### src/design/mem_bus_pkg.sv
`default_nettype none

package mem_bus_pkg;

	// External bus widths
	localparam int ADDR_W = 32;
	localparam int WORD_W = 32;
	// Read return is two words wide
	localparam int LINE_W = 64;
	localparam int MASK_W = 4;

	// Access order as it appears on the memory bus
	typedef enum logic [1:0] {
		ORDER_BYTE = 2'h0,
		ORDER_HALF = 2'h1,
		ORDER_WORD = 2'h2,
		ORDER_NONE = 2'h3
	} order_t;

	// Byte 0 goes to the top lane
	function automatic logic [WORD_W-1:0] swap_word(input logic [WORD_W-1:0] w);
		return {w[7:0], w[15:8], w[23:16], w[31:24]};
	endfunction

	// Byte enables follow the swapped lanes
	function automatic logic [MASK_W-1:0] swap_mask(input logic [MASK_W-1:0] m);
		return {m[0], m[1], m[2], m[3]};
	endfunction

	// Each half swapped on its own, halves stay where they are
	function automatic logic [LINE_W-1:0] swap_line(input logic [LINE_W-1:0] l);
		return {swap_word(l[LINE_W-1:WORD_W]), swap_word(l[WORD_W-1:0])};
	endfunction

endpackage

`default_nettype wire

### src/design/mem_pipe_pkg.sv
`default_nettype none

package mem_pipe_pkg;

	// Who asked for a request
	typedef enum logic {
		SRC_INST = 1'b0,
		SRC_DATA = 1'b1
	} src_t;

	// One queued request, 72 bits
	typedef struct packed {
		src_t tag;
		mem_bus_pkg::order_t order;
		logic [mem_bus_pkg::MASK_W-1:0] mask;
		// 1 = write, 0 = read
		logic rw;
		logic [mem_bus_pkg::ADDR_W-1:0] addr;
		// Write data, don't care on reads
		logic [mem_bus_pkg::WORD_W-1:0] data;
	} req_entry_t;

	// Default request queue depth
	localparam int REQ_DEPTH_DEF = 4;
	// Default number of reads in flight
	localparam int TAG_DEPTH_DEF = 4;

endpackage

`default_nettype wire

### src/design/mem_arbiter.sv
`default_nettype none

module mem_arbiter(
	input wire iBUS_CLOCK,
	input wire inRESET,
	// Instruction fetch
	input wire inst_req,
	input wire [mem_bus_pkg::ADDR_W-1:0] inst_addr,
	output logic inst_lock,
	// Data port
	input wire data_req,
	input wire [$bits(mem_bus_pkg::order_t)-1:0] data_order,
	input wire [mem_bus_pkg::MASK_W-1:0] data_mask,
	input wire data_rw,
	input wire [mem_bus_pkg::ADDR_W-1:0] data_addr,
	input wire [mem_bus_pkg::WORD_W-1:0] data_data,
	output logic data_lock,
	// Request queue
	output logic push,
	output mem_pipe_pkg::req_entry_t push_data,
	input wire full
);

	import mem_bus_pkg::*;
	import mem_pipe_pkg::*;

	src_t last_grant;
	logic grant_inst;
	logic grant_data;

	// Round robin where the loser of a tie waits one grant
	assign grant_inst = !full && inst_req && (!data_req || (last_grant == SRC_DATA));
	assign grant_data = !full && data_req && (!inst_req || (last_grant == SRC_INST));

	// Lock does not depend on own req
	assign inst_lock = full || (data_req && (last_grant == SRC_INST));
	assign data_lock = full || (inst_req && (last_grant == SRC_DATA));

	assign push = grant_inst || grant_data;

	// Build the queue entry
	always_comb begin
		if (grant_data) begin
			push_data.tag = SRC_DATA;
			push_data.order = order_t'(data_order);
			push_data.mask = data_mask;
			push_data.rw = data_rw;
			push_data.addr = data_addr;
			push_data.data = data_data;
		end
		else begin
			// Fetch is always a full word read
			push_data.tag = SRC_INST;
			push_data.order = ORDER_WORD;
			push_data.mask = '1;
			push_data.rw = 1'b0;
			push_data.addr = inst_addr;
			push_data.data = '0;
		end
	end

	// Remember who won last
	always_ff @(posedge iBUS_CLOCK or negedge inRESET) begin
		if (!inRESET) begin
			// Fetch goes first after reset
			last_grant <= SRC_DATA;
		end
		else if (grant_inst) begin
			last_grant <= SRC_INST;
		end
		else if (grant_data) begin
			last_grant <= SRC_DATA;
		end
	end

	// Each accept seen by a requester writes an entry with its own tag
	// Two accepts in one cycle would need two tags in one push
	a_inst_grant: assert property (@(posedge iBUS_CLOCK) disable iff (!inRESET)
		(inst_req && !inst_lock) |-> (push && (push_data.tag == SRC_INST)));
	a_data_grant: assert property (@(posedge iBUS_CLOCK) disable iff (!inRESET)
		(data_req && !data_lock) |-> (push && (push_data.tag == SRC_DATA)));

endmodule

`default_nettype wire

### src/design/mem_pipe_top.sv
`default_nettype none

module mem_pipe_top #(
	parameter int REQ_DEPTH = mem_pipe_pkg::REQ_DEPTH_DEF,
	parameter int TAG_DEPTH = mem_pipe_pkg::TAG_DEPTH_DEF
)(
	input wire iBUS_CLOCK,
	input wire inRESET,
	// Instruction fetch
	input wire inst_req,
	input wire [mem_bus_pkg::ADDR_W-1:0] inst_addr,
	output logic inst_lock,
	output logic inst_valid,
	output logic [mem_bus_pkg::LINE_W-1:0] inst_data,
	input wire inst_busy,
	// Data port
	input wire data_req,
	input wire [$bits(mem_bus_pkg::order_t)-1:0] data_order,
	input wire [mem_bus_pkg::MASK_W-1:0] data_mask,
	input wire data_rw,
	input wire [mem_bus_pkg::ADDR_W-1:0] data_addr,
	input wire [mem_bus_pkg::WORD_W-1:0] data_data,
	output logic data_lock,
	output logic data_valid,
	output logic [mem_bus_pkg::LINE_W-1:0] data_rdata,
	input wire data_busy,
	output logic data_write_ack,
	// External memory bus
	output logic memory_req,
	input wire memory_lock,
	output logic [$bits(mem_bus_pkg::order_t)-1:0] memory_order,
	output logic [mem_bus_pkg::MASK_W-1:0] memory_mask,
	output logic memory_rw,
	output logic [mem_bus_pkg::ADDR_W-1:0] memory_addr,
	output logic [mem_bus_pkg::WORD_W-1:0] memory_data,
	input wire memory_valid,
	input wire [mem_bus_pkg::LINE_W-1:0] memory_rdata,
	output logic memory_busy
);

	import mem_pipe_pkg::*;

	// Arbiter to request queue
	logic req_push;
	req_entry_t req_push_data;
	logic req_full;
	// Request queue to memory port
	req_entry_t req_head;
	logic req_empty;
	logic req_pop;
	// Tag queue
	logic tag_push;
	src_t tag_push_data;
	logic tag_full;
	src_t tag_head;
	logic tag_empty;
	logic tag_pop;

	mem_arbiter arbiter(
		.iBUS_CLOCK(iBUS_CLOCK), .inRESET(inRESET),
		.inst_req(inst_req), .inst_addr(inst_addr), .inst_lock(inst_lock),
		.data_req(data_req), .data_order(data_order), .data_mask(data_mask),
		.data_rw(data_rw), .data_addr(data_addr), .data_data(data_data),
		.data_lock(data_lock),
		.push(req_push), .push_data(req_push_data), .full(req_full)
	);

	// Accepted requests wait here for the bus
	pipe_fifo #(.payload_t(req_entry_t), .DEPTH(REQ_DEPTH)) req_fifo(
		.iBUS_CLOCK(iBUS_CLOCK), .inRESET(inRESET),
		.push(req_push), .push_data(req_push_data), .full(req_full),
		.pop(req_pop), .head(req_head), .empty(req_empty)
	);

	// Owner of each read in flight, in issue order
	pipe_fifo #(.payload_t(src_t), .DEPTH(TAG_DEPTH)) tag_fifo(
		.iBUS_CLOCK(iBUS_CLOCK), .inRESET(inRESET),
		.push(tag_push), .push_data(tag_push_data), .full(tag_full),
		.pop(tag_pop), .head(tag_head), .empty(tag_empty)
	);

	memory_port port(
		.iBUS_CLOCK(iBUS_CLOCK), .inRESET(inRESET),
		.req_head(req_head), .req_empty(req_empty), .req_pop(req_pop),
		.tag_push(tag_push), .tag_push_data(tag_push_data), .tag_full(tag_full),
		.tag_head(tag_head), .tag_empty(tag_empty), .tag_pop(tag_pop),
		.memory_req(memory_req), .memory_lock(memory_lock),
		.memory_order(memory_order), .memory_mask(memory_mask),
		.memory_rw(memory_rw), .memory_addr(memory_addr), .memory_data(memory_data),
		.memory_valid(memory_valid), .memory_rdata(memory_rdata),
		.memory_busy(memory_busy),
		.inst_valid(inst_valid), .inst_data(inst_data), .inst_busy(inst_busy),
		.data_valid(data_valid), .data_rdata(data_rdata), .data_busy(data_busy),
		.data_write_ack(data_write_ack)
	);

endmodule

`default_nettype wire

### src/design/memory_port.sv
`default_nettype none

module memory_port(
	input wire iBUS_CLOCK,
	input wire inRESET,
	// Request queue
	input wire mem_pipe_pkg::req_entry_t req_head,
	input wire req_empty,
	output logic req_pop,
	// Tag queue, one entry per read in flight
	output logic tag_push,
	output mem_pipe_pkg::src_t tag_push_data,
	input wire tag_full,
	input wire mem_pipe_pkg::src_t tag_head,
	input wire tag_empty,
	output logic tag_pop,
	// External bus request
	output logic memory_req,
	input wire memory_lock,
	output logic [$bits(mem_bus_pkg::order_t)-1:0] memory_order,
	output logic [mem_bus_pkg::MASK_W-1:0] memory_mask,
	output logic memory_rw,
	output logic [mem_bus_pkg::ADDR_W-1:0] memory_addr,
	output logic [mem_bus_pkg::WORD_W-1:0] memory_data,
	// External bus return
	input wire memory_valid,
	input wire [mem_bus_pkg::LINE_W-1:0] memory_rdata,
	output logic memory_busy,
	// Instruction return
	output logic inst_valid,
	output logic [mem_bus_pkg::LINE_W-1:0] inst_data,
	input wire inst_busy,
	// Data return
	output logic data_valid,
	output logic [mem_bus_pkg::LINE_W-1:0] data_rdata,
	input wire data_busy,
	output logic data_write_ack
);

	import mem_bus_pkg::*;
	import mem_pipe_pkg::*;

	logic issue_ok;
	logic bus_take;
	logic ret_take;
	logic [LINE_W-1:0] ret_line;
	logic write_ack;

	// Reads need a free tag slot, writes behind them wait in the queue
	assign issue_ok = !req_empty && (req_head.rw || !tag_full);

	// Bus fields straight from the queue head
	assign memory_req = issue_ok;
	assign memory_order = req_head.order;
	assign memory_mask = swap_mask(req_head.mask);
	assign memory_rw = req_head.rw;
	assign memory_addr = req_head.addr;
	assign memory_data = swap_word(req_head.data);

	// Taken by the bus this cycle
	assign bus_take = memory_req && !memory_lock;
	assign req_pop = bus_take;

	// Remember the owner of every read
	assign tag_push = bus_take && !req_head.rw;
	assign tag_push_data = req_head.tag;

	// Write ack, one cycle after the bus takes a data write
	always_ff @(posedge iBUS_CLOCK or negedge inRESET) begin
		if (!inRESET) begin
			write_ack <= 1'b0;
		end
		else begin
			write_ack <= bus_take && req_head.rw && (req_head.tag == SRC_DATA);
		end
	end

	assign data_write_ack = write_ack;

	// Return path
	assign ret_line = swap_line(memory_rdata);

	// Steer by the oldest outstanding read
	assign inst_valid = memory_valid && !tag_empty && (tag_head == SRC_INST);
	assign data_valid = memory_valid && !tag_empty && (tag_head == SRC_DATA);
	assign inst_data = ret_line;
	assign data_rdata = ret_line;

	// Bus waits on whoever owns the return
	assign memory_busy = (tag_head == SRC_INST) ? inst_busy : data_busy;

	// Retire the tag when the requester takes it
	assign ret_take = memory_valid && !tag_empty && !memory_busy;
	assign tag_pop = ret_take;

	// Memory must not answer a read we never issued
	a_ret_has_tag: assert property (@(posedge iBUS_CLOCK) disable iff (!inRESET)
		memory_valid |-> !tag_empty);

endmodule

`default_nettype wire

### src/design/pipe_fifo.sv
`default_nettype none

module pipe_fifo #(
	parameter type payload_t = logic [7:0],
	parameter int DEPTH = 4
)(
	input wire iBUS_CLOCK,
	input wire inRESET,
	// Write side
	input wire push,
	input wire payload_t push_data,
	output logic full,
	// Read side
	input wire pop,
	output payload_t head,
	output logic empty
);

	// Pointer needs at least one bit
	localparam int PTR_W = (DEPTH > 1) ? $clog2(DEPTH) : 1;
	localparam int CNT_W = $clog2(DEPTH + 1);

	// Storage
	payload_t mem [DEPTH];
	logic [PTR_W-1:0] wr_ptr;
	logic [PTR_W-1:0] rd_ptr;
	logic [CNT_W-1:0] count;

	// Write into storage, no reset on data
	always_ff @(posedge iBUS_CLOCK) begin
		if (push) begin
			mem[wr_ptr] <= push_data;
		end
	end

	// Pointers wrap at DEPTH
	always_ff @(posedge iBUS_CLOCK or negedge inRESET) begin
		if (!inRESET) begin
			wr_ptr <= '0;
			rd_ptr <= '0;
			count <= '0;
		end
		else begin
			if (push) begin
				wr_ptr <= (wr_ptr == PTR_W'(DEPTH - 1)) ? '0 : wr_ptr + 1'b1;
			end
			if (pop) begin
				rd_ptr <= (rd_ptr == PTR_W'(DEPTH - 1)) ? '0 : rd_ptr + 1'b1;
			end
			// Occupancy
			case ({push, pop})
				2'b10: count <= count + 1'b1;
				2'b01: count <= count - 1'b1;
				default: count <= count;
			endcase
		end
	end

	// Oldest entry
	assign head = mem[rd_ptr];
	assign full = (count == CNT_W'(DEPTH));
	assign empty = (count == '0);

	// Callers must watch the flags
	a_no_overflow: assert property (@(posedge iBUS_CLOCK) disable iff (!inRESET)
		!(push && full));
	a_no_underflow: assert property (@(posedge iBUS_CLOCK) disable iff (!inRESET)
		!(pop && empty));

endmodule

`default_nettype wire

### config.mk
export PLATFORM = sky130hd
export DESIGN_NAME = mem_pipe_top
export DESIGN_NICKNAME = d
export VERILOG_FILES = /design/src/design/mem_bus_pkg.sv /design/src/design/mem_pipe_pkg.sv /design/src/design/mem_arbiter.sv /design/src/design/mem_pipe_top.sv /design/src/design/memory_port.sv /design/src/design/pipe_fifo.sv
export SDC_FILE = /design/constraint.sdc
export NUM_CORES = 1
export LEC_CHECK = 0
export BUFFER_PORTS_ARGS = -buffer_cell sky130_fd_sc_hd__buf_4
export CELL_PAD_IN_SITES_DETAIL_PLACEMENT = 1
export CELL_PAD_IN_SITES_GLOBAL_PLACEMENT = 1
export CORE_AREA = 10 10 177 179
export CTS_BUF_LIST = sky130_fd_sc_hd__clkbuf_2
export CTS_CLUSTER_DIAMETER = 100
export CTS_CLUSTER_SIZE = 20
export DETAILED_ROUTE_END_ITERATION = 16
export DIE_AREA = 0 0 187 189
export PLACE_DENSITY = 0.88
export REMOVE_ABC_BUFFERS = 1
export SETUP_SLACK_MARGIN = 0.2
export SKIP_CTS_REPAIR_TIMING = 1
export SLEW_MARGIN = 30
export SYNTH_ARGS = -nofsm -noshare
export SYNTH_HDL_FRONTEND = slang
export SYNTH_SLANG_ARGS = --single-unit
### constraint.sdc
create_clock -name iBUS_CLOCK -period 6.4 [get_ports iBUS_CLOCK]
set_input_delay 1.28 -clock iBUS_CLOCK [delete_from_list [all_inputs] [get_ports iBUS_CLOCK]]
set_output_delay 1.28 -clock iBUS_CLOCK [all_outputs]
set_load 0.02 [all_outputs]
==> results of run 1 <==
## worst register-to-register path: stages (launching register included)
cell and delay [ns]:
dfrtp_1 0.50, or3b_1 0.23, a21boi_4 0.55, buf_4 0.38, nand2_2 0.59, mux2_1 0.69
## through the flow
step	cell area [sq um]	cells	utilization (%)	power [mW]
2_1_floorplan	12000	538	-	5.04
3_3_place_gp	14000	1111	50.7	6.11
3_5_place_dp	14000	1111	50.7	6.24
4_1_cts	14200	1144	51.4	6.95
5_1_grt	14200	1147	51.4	7.24
6_report	14200	1150	51.5	6.84
## registers in the layout, summed over array words and instances (netlist names)
name and flops:
arbiter.last_grant 1, port.data_write_ack 1, req_fifo.count 3, req_fifo.mem 288, req_fifo.rd_ptr 2, req_fifo.wr_ptr 2
tag_fifo.count 3, tag_fifo.mem 4, tag_fifo.rd_ptr 2, tag_fifo.wr_ptr 2
## cell families (layout without fill, tap and decap cells)
| family | after synthesis | after routing | share of synthesized area, % |
|---|---|---|---|
| buf+inv | 172 | 247 | 8.74 |
| other cells | 0 | 5 | 0 |
| fa+ha+maj | 14 | 14 | 1.45 |
| mux | 111 | 111 | 15.8 |
| flops | 308 | 308 | 69.9 |
| simple gates | 70 | 70 | 3.09 |
| xor+xnor | 6 | 6 | 0.400 |
| compound gates | 11 | 11 | 0.705 |
## layout make-up
class,count,area (sq um)
Fill cell,2562,13400
Sequential cell,308,9180
Multi-Input combinational cell,212,2830
Timing Repair Buffer,196,1480
Tap cell,378,473
Clock buffer,32,160
Inverter,18,67.6
Clock inverter,1,16.3
Antenna cell,5,12.5
## layer usage
| metal | global-route usage (%) | up-vias |
|---|---|---|
| li1 | - | 2674 |
| met1 | 23.9 | 3280 |
| met2 | 30.3 | 353 |
| met3 | 15.5 | 35 |
| met4 | 2.98 | 6 |
| met5 | 6.82 | - |
## cell usage in the layout (no fill, tap or decap), drive strengths merged
master / n
a2111oi: 1
a21boi: 1
a21o: 1
and2: 9
and3: 34
and3b: 1
buf: 196
clkbuf: 32
clkinv: 1
dfrtp: 15
dfstp: 1
diode: 5
edfxtp: 292
fa: 2
ha: 12
inv: 18
mux2: 36
mux2i: 2
mux4: 73
nand2: 8
nand2b: 5
nor2: 8
nor2b: 1
nor3: 2
o21a: 1
o21ai: 6
o31a: 1
or3: 1
or3b: 1
xnor2: 2
xor2: 4
## worst max path at each step
stage	end	slack (ns)	cells past startpoint
2_1_floorplan	memory_req	1.03	3
3_3_place_gp	memory_data[3]	2.50	3
3_5_place_dp	memory_data[3]	2.50	3
4_1_cts	memory_data[3]	1.42	3
5_1_grt	memory_data[3]	1.76	3
6_report	memory_req	2.07	5
## power breakdown
part / switching (mW) / internal (mW)
combinational: 1.65 / 1.24
clock: 0.589 / 0.131
sequential: 0.257 / 2.98
total: 2.49 / 4.35
==> run_results.csv, run 1 <==
group,metric,value,unit
route,vias,6348,
setup_path,worstSetupEndpointType,"output pin",
route,wl_met3,6410,um
die,die_h,189,um
outcome,status,"finished, final reports clean",
synth,yosysTopAreaCell,"edfxtp_1",
global_routing,antenna_found_initial,4,
layout,drive_gt1_share,40.9,%
setup_path,rrSetupSlack,3.18,ns
route,wl_met1,14100,um
synth,synth-seq-cells,308,
route,drtAntennaViolNets,0,
synth,syn_area_per_cell,19.0,sq um
timing,min_period_over_period,67.6,%
worst_hold_path,hold_path.class,"in -> async",
timing,holdWs,0.187,ns
setup_path,crit_fanout,27,
setup_path,crit_type,"reg -> out",
layout,area_growth,8.33,%
die,die-area,0.0353,sq mm
die,core,0.0276,sq mm
die,row_count,61,
route,wl_met2,16400,um
setup_path,startpoint,"req_fifo.rd_ptr[0]$_DFFE_PN0N_",
route,routedWlPerCell,32.6,um
die,die_w,187,um
setup_path,cp.arrival,3.05,ns
setup_path,cp-start-kind,"flip-flop",
cts,cts_buffers,19,
global_routing,grt_pass1_wl,53300,um
placement,dp_slack,2.50,ns
synth,synth_top_area_share,66.8,%
setup_path,r2r_end,"req_fifo.mem[0][32]$_DFFE_PP_",
route,vias_per_cell,5.52,
setup_path,path_delay_family,"flip-flops",
setup_path,critPathBufInv,2,
synth,netlist_instances,692,
power,power.density,481,mW/mm^2
timing,finalSetupViolCount,0,
route,routed.top_layer,"met5",
timing,period_minus_slack,4.33,ns
synth,synth_edf_count,292,
timing,hold_violations,0,
setup_path,reg2regPathDepth,5,
setup_path,reg2reg_from,"req_fifo.count[2]$_DFFE_PN0P_",
timing,finClkSkew,0.0848,ns
timing,drv_slew,0,
synth,yosys-top-cells-count,"292 x edfxtp_1, 131 x buf_4, 73 x mux4_2",
timing,max_slew_margin,36.0,%
synth,synth_seq_area_share,69.9,%
synth,postSynth.asyncResetShare,5.19,%
die,start_util,47.5,%
placement,port_buffers,188,
layout,final_nets,944,
setup_path,cp.required,5.12,ns
synth,synthesis.area,0.0131,sq mm
global_routing,grt_max_degree,44,
global_routing,grt_usage,20.7,%
cts,clockRootBuffer,"clkbuf_2",
flow_run,drv_cap,0,
route,dr.first_iter.drc_count,397,
timing,fin_ws,2.07,ns
timing,fin_tns_setup,0,ns
cts,cts_max_path_buffers,3,
placement,dpl.hpwl,27400,um
route,drc_errors,0,
global_routing,grt_remaining_overflow,0,
power,p_leak,5.15,nW
setup_path,critical_path.slowest_cell,"dfrtp_4",
route,drt-pass1-iter-count,4,
cts,path_clk_slew,0.38,ns
cts,cts_tree,"done",
synth,synth_warnings,0,
timing,rsz0062_at_grt,"no",
setup_path,cpPeakStageDelay,0.72,ns
synth,synthFlopType,"edfxtp_1",
global_routing,grt_pass1_vias,7144,
synth,synth_most_common_cell,"edfxtp_1",
cts,clkLatencyLatePin,0.86,ns
synth,synth_cell_types,33,
timing,clock.fmax,231,MHz
cts,cts_sinks,308,
route,routed_wl,37500,um
setup_path,crit_chain,"buf_12 -> mux4_2 -> and3b_1 -> nor2_1 -> buf_4",
cts,cts_htree_levels,1,
timing,tightest_slew,0.960,ns
placement,routabilityCongestion,0.770,
synth,synth_area_leaders,"edfxtp_1 67%, mux4_2 13%, buf_4 7.5%",
power,ir_worst_vdd,0.000268,V
die,io_pins,381,
Note: power is estimated with default switching activity, not from simulation.
==> run 2: changes to the inputs <==
Settings changed: CORE_AREA 10 10 177 179 to 10 10 182 184, DIE_AREA 0 0 187 189 to 0 0 192 194, PLACE_DENSITY 0.88 to 0.83.
Clock period 6.4 ns to 4.25 ns, I/O delays scaled along.
==> run_results.csv, run 2 (synthesized netlist as in run 1, its figures left out) <==
group,metric,value,unit
power,p_leak,5.16,nW
setup_path,cp-start-kind,"flip-flop",
cts,cts_max_path_buffers,3,
setup_path,worstSetupEndpointType,"output pin",
power,p_seq_share,47.2,%
die,start_util,44.6,%
timing,tightest_slew,0.742,ns
route,drt-pass1-iter-count,6,
placement,dpl.hpwl,27200,um
power,power_frac_comb,42.8,%
die,core,0.0294,sq mm
timing,period_minus_slack,3.81,ns
cts,cts_sinks,308,
route,vias_per_cell,5.49,
timing,finClkSkew,0.0629,ns
timing,max_slew_margin,50.1,%
layout,largest_reg_flops,288,
placement,dp.cells,1126,
global_routing,grt_max_degree,46,
timing,fin_tns_setup,0,ns
placement,dp_slack,1.18,ns
setup_path,crit_fanout,40,
timing,clock.fmax,262,MHz
die,die_w,192,um
setup_path,cp.required,3.40,ns
power,p_int,6.57,mW
power,clkPwrFrac,9.9,%
layout,top_regs,"req_fifo.mem: 288 flops, tag_fifo.mem: 4 flops",
outcome,status,"finished, final reports clean",
layout,largest_register,"req_fifo.mem",
timing,finalSetupViolCount,0,
route,drtAntennaViolNets,0,
cts,path_clk_slew,0.36,ns
die,die_h,194,um
layout,most-common-layout-cells,"292 x edfxtp_1, 193 x buf_4, 73 x mux4_2, 36 x mux2_1, 34 x and3_1",
timing,rsz0062_at_grt,"no",
timing,min_period_over_period,89.7,%
setup_path,rrSetupSlack,1.35,ns
layout,nFillCells,2731,
global_routing,grt_remaining_overflow,0,
power,p_sw_share,36.3,%
timing,fin_ws,0.436,ns
cts,cts_htree_levels,1,
placement,port_buffers,188,
setup_path,crit_end,"memory_addr[10]",
route,routed_wl,37600,um
route,dr.first_iter.drc_count,323,
power,p_sw,3.74,mW
layout,seq_area,0.00918,sq mm
worst_hold_path,hold_path.class,"in -> reg",
route,drc_errors,0,
placement,routabilityCongestion,0.736,
layout,final_common_cell,"edfxtp_1",
cts,cts_buffers,19,
global_routing,antenna_found_initial,3,
layout,postLayoutCellArea,0.0143,sq mm
power,total_power,10.3,mW
timing,holdWs,0.138,ns
setup_path,crit_type,"reg -> out",
setup_path,r2r_end,"req_fifo.count[2]$_DFFE_PN0P_",
flow_run,drv_cap,0,
layout,fin_util,48.6,%
cts,clkLatencyLatePin,0.85,ns
global_routing,grt_usage,19.6,%
cts,clockRootBuffer,"clkbuf_2",
timing,drv_slew,0,
global_routing,grt_pass1_vias,7142,
die,row_count,63,
route,vias,6352,
setup_path,cp.arrival,2.96,ns
layout,area_growth,8.87,%
route,routedWlPerCell,32.5,um
placement,post_dp_cell_area,0.0141,sq mm
power,power.density,721,mW/mm^2
power,ir_worst_vdd,0.000305,V
layout,multiInputGateArea,0.00283,sq mm
die,io_pins,381,
setup_path,startpoint,"req_fifo.rd_ptr[1]$_DFFE_PN0N_",
layout,final_nets,948,
die,die-area,0.0372,sq mm
layout,drive_gt1_share,40.7,%
setup_path,reg2regPathDepth,10,
global_routing,grt_pass1_wl,52700,um
layout,fin_cells,1157,
timing,hold_violations,0,
cts,cts_tree,"done",
setup_path,reg2reg_from,"req_fifo.rd_ptr[1]$_DFFE_PN0N_",
## run 2: cell types whose count changed in the layout (fill, tap and decap cells not counted)
| cell | before | now |
|---|---|---|
| clkbuf_2 | 32 | 25 |
| buf_12 | 1 | 6 |
| diode_2 | 5 | 2 |
| buf_4 | 195 | 193 |
| dlygate4sd3_1 | 0 | 1 |
| inv_2 | 1 | 2 |
## run 2: worst min-delay path by stage
stage,from,endpoint,slack (ns),cells past startpoint
after floorplan,req_fifo.count[2]$_DFFE_PN0P_,req_fifo.count[2]$_DFFE_PN0P_,0.45,1
after global routing,memory_lock,port.data_write_ack$_DFF_PN0_,0.08,2
after CTS,inRESET,tag_fifo.count[0]$_DFFE_PN0P_,-0.33,1
after global placement,req_fifo.count[2]$_DFFE_PN0P_,req_fifo.count[2]$_DFFE_PN0P_,0.48,1
final,memory_lock,port.data_write_ack$_DFF_PN0_,0.14,2
after detailed placement,req_fifo.count[2]$_DFFE_PN0P_,req_fifo.count[2]$_DFFE_PN0P_,0.49,1
## run 2: critical path, stage by stage, from the launching register on
cell	delay, ns
dfrtp_4	0.86
buf_4	0.60
mux4_2	0.42
buf_4	0.18
## run 2: power by group through the flow
stage	sequential (mW)	clock [mW]	combinational, mW
finish	4.87	1.02	4.42
global route	4.97	1.17	4.76
CTS	4.93	1.08	4.47
detailed placement	5.01	0	4.46
global placement	4.92	0	4.39
floorplan	5.01	0	2.58
## run 2: layout make-up
| type | instances | area share, % |
|---|---|---|
| multi-input combinational | 212 | 19.8 |
| inverter | 18 | 0.473 |
| tap | 390 | 3.41 |
| clock buffer | 25 | 0.875 |
| antenna | 2 | 0.0350 |
| timing repair buffer | 200 | 11.0 |
| sequential | 308 | 64.2 |
| clock inverter | 2 | 0.140 |
## run 2: layer usage
metal	global-route usage (%)	wire length, um
met2	27.5	16100
met5	8.50	342
met3	13.6	5730
met1	24.3	14900
met4	2.75	514
==> run 3: changes to the inputs <==
Clock period 4.25 ns to 3.7 ns, I/O delays scaled along.
==> run_results.csv, run 3 (synthesized netlist as in run 1, its figures left out) <==
group,metric,value,unit
setup_path,cp.required,2.96,ns
layout,most-common-layout-cells,"292 x edfxtp_1, 199 x buf_4, 73 x mux4_2, 36 x mux2_1, 34 x and3_1",
layout,drive_gt1_share,41.6,%
timing,max_slew_margin,59.0,%
timing,min_period_over_period,89.3,%
layout,nFillCells,2718,
die,row_count,63,
global_routing,grt_max_degree,65,
placement,port_buffers,188,
cts,cts_max_path_buffers,3,
route,drt-pass1-iter-count,5,
cts,clkLatencyLatePin,0.87,ns
global_routing,grt_use_met1,23.6,%
setup_path,rrSetupSlack,0.84,ns
layout,fin_util,49.0,%
flow_run,drv_cap,0,
setup_path,cp-start-kind,"flip-flop",
timing,finClkSkew,0.0766,ns
route,drc_errors,0,
die,start_util,44.6,%
setup_path,r2r_end,"req_fifo.count[2]$_DFFE_PN0P_",
die,die_w,192,um
timing,rsz0062_at_grt,"yes",
cts,cts_buffers,19,
worst_hold_path,hold_path.class,"in -> async",
setup_path,crit_type,"reg -> out",
route,routed_wl,37400,um
placement,routabilityCongestion,0.746,
global_routing,grt_usage,19.5,%
layout,largest_reg_flops,288,
die,die_h,194,um
timing,finalSetupViolCount,0,
die,io_pins,381,
global_routing,busiest_layer,"met2",
timing,hold_violations,0,
cts,cts_htree_levels,1,
layout,area_growth,9.71,%
setup_path,cpPeakStageDelay,0.60,ns
route,vias,6382,
setup_path,critical_path.slowest_cell,"dfrtp_4",
cts,cts_sinks,308,
power,p_leak,5.23,nW
cts,cts_tree,"done",
die,die-area,0.0372,sq mm
setup_path,reg2reg_from,"req_fifo.rd_ptr[0]$_DFFE_PN0N_",
layout,final_nets,956,
cts,path_clk_slew,0.36,ns
global_routing,grt_use_met2,26.6,%
route,routedWlPerCell,31.9,um
setup_path,cp.arrival,2.56,ns
setup_path,reg2regPathDepth,11,
cts,clockRootBuffer,"clkbuf_2",
global_routing,grt_pass1_wl,52600,um
layout,final_common_cell,"edfxtp_1",
power,power.density,831,mW/mm^2
outcome,status,"finished, final reports clean",
setup_path,crit_chain,"mux4_2 -> and3b_1 -> nor2_1 -> buf_4",
route,drtAntennaViolNets,0,
die,core,0.0294,sq mm
timing,drv_slew,0,
route,dr.first_iter.drc_count,295,
global_routing,grt_remaining_overflow,0,
timing,period_minus_slack,3.30,ns
global_routing,antenna_found_initial,4,
layout,largest_register,"req_fifo.mem",
timing,clock.fmax,303,MHz
timing,tightest_slew,0.610,ns
route,vias_per_cell,5.45,
timing,holdWs,0.196,ns
power,ir_worst_vdd,0.000364,V
global_routing,grt_use_met3,15.2,%
placement,dpl.hpwl,27100,um
global_routing,grt_pass1_vias,7125,
setup_path,worstSetupEndpointType,"output pin",
layout,top_regs,"req_fifo.mem: 288 flops, tag_fifo.mem: 4 flops",
setup_path,crit_fanout,7,
==> run 3: stage by stage <==
stage | power, mW | TNS [ns] | setup slack [ns] | instance area [sq um] | instances
finish | 12.0 | 0 | 0.395 | 14400 | 1171
global route | 12.7 | 0 | 0.196 | 14400 | 1170
CTS | 12.1 | -2.21 | -0.0805 | 14300 | 1161
detailed placement | 10.9 | 0 | 0.917 | 14100 | 1128
global placement | 10.7 | 0 | 0.988 | 14100 | 1128
floorplan | 8.71 | -63.06 | -1.54 | 12000 | 538
==> run 3: critical path, delay by kind of cell (launching register included) <==
kind | cells | cell delay [ns]
buf+inv | 1 | 0.19
flops | 1 | 0.60
mux | 1 | 0.59
simple gates | 2 | 0.33
==> run 3: final cells by class <==
type | count | area, sq um | area share, %
antenna | 2 | 5.00 | 0.0347
clock inverter | 1 | 16.3 | 0.113
timing repair buffer | 208 | 1660 | 11.5
clock buffer | 32 | 160 | 1.11
multi-input combinational | 212 | 2830 | 19.7
tap | 390 | 488 | 3.39
inverter | 18 | 67.6 | 0.469
sequential | 308 | 9180 | 63.7
==> run 3: worst max path at each step <==
stage	startpoint	to	depth (start not counted)
after CTS	req_fifo.rd_ptr[0]$_DFFE_PN0N_	memory_data[9]	3
after detailed placement	req_fifo.rd_ptr[0]$_DFFE_PN0N_	req_fifo.count[2]$_DFFE_PN0P_	10
final	req_fifo.rd_ptr[0]$_DFFE_PN0N_	memory_req	4
after global routing	req_fifo.rd_ptr[0]$_DFFE_PN0N_	memory_data[9]	3
after floorplan	req_fifo.rd_ptr[0]$_DFFE_PN0N_	req_fifo.count[2]$_DFFE_PN0P_	10
after global placement	req_fifo.rd_ptr[0]$_DFFE_PN0N_	req_fifo.count[2]$_DFFE_PN0P_	10
==> run 3: power by group <==
part	leakage (nW)	internal, mW	switching (mW)
clock	0.140	0.226	0.998
combinational	2.18	2.27	2.97
sequential	2.91	5.15	0.350
total	5.23	7.65	4.32
==> run 3: routing by layer <==
layer | wire length [um] | share of wire, %
met5 | 379 | 1.0
met4 | 349 | 0.93
met1 | 14500 | 39
met2 | 15800 | 42
met3 | 6330 | 17
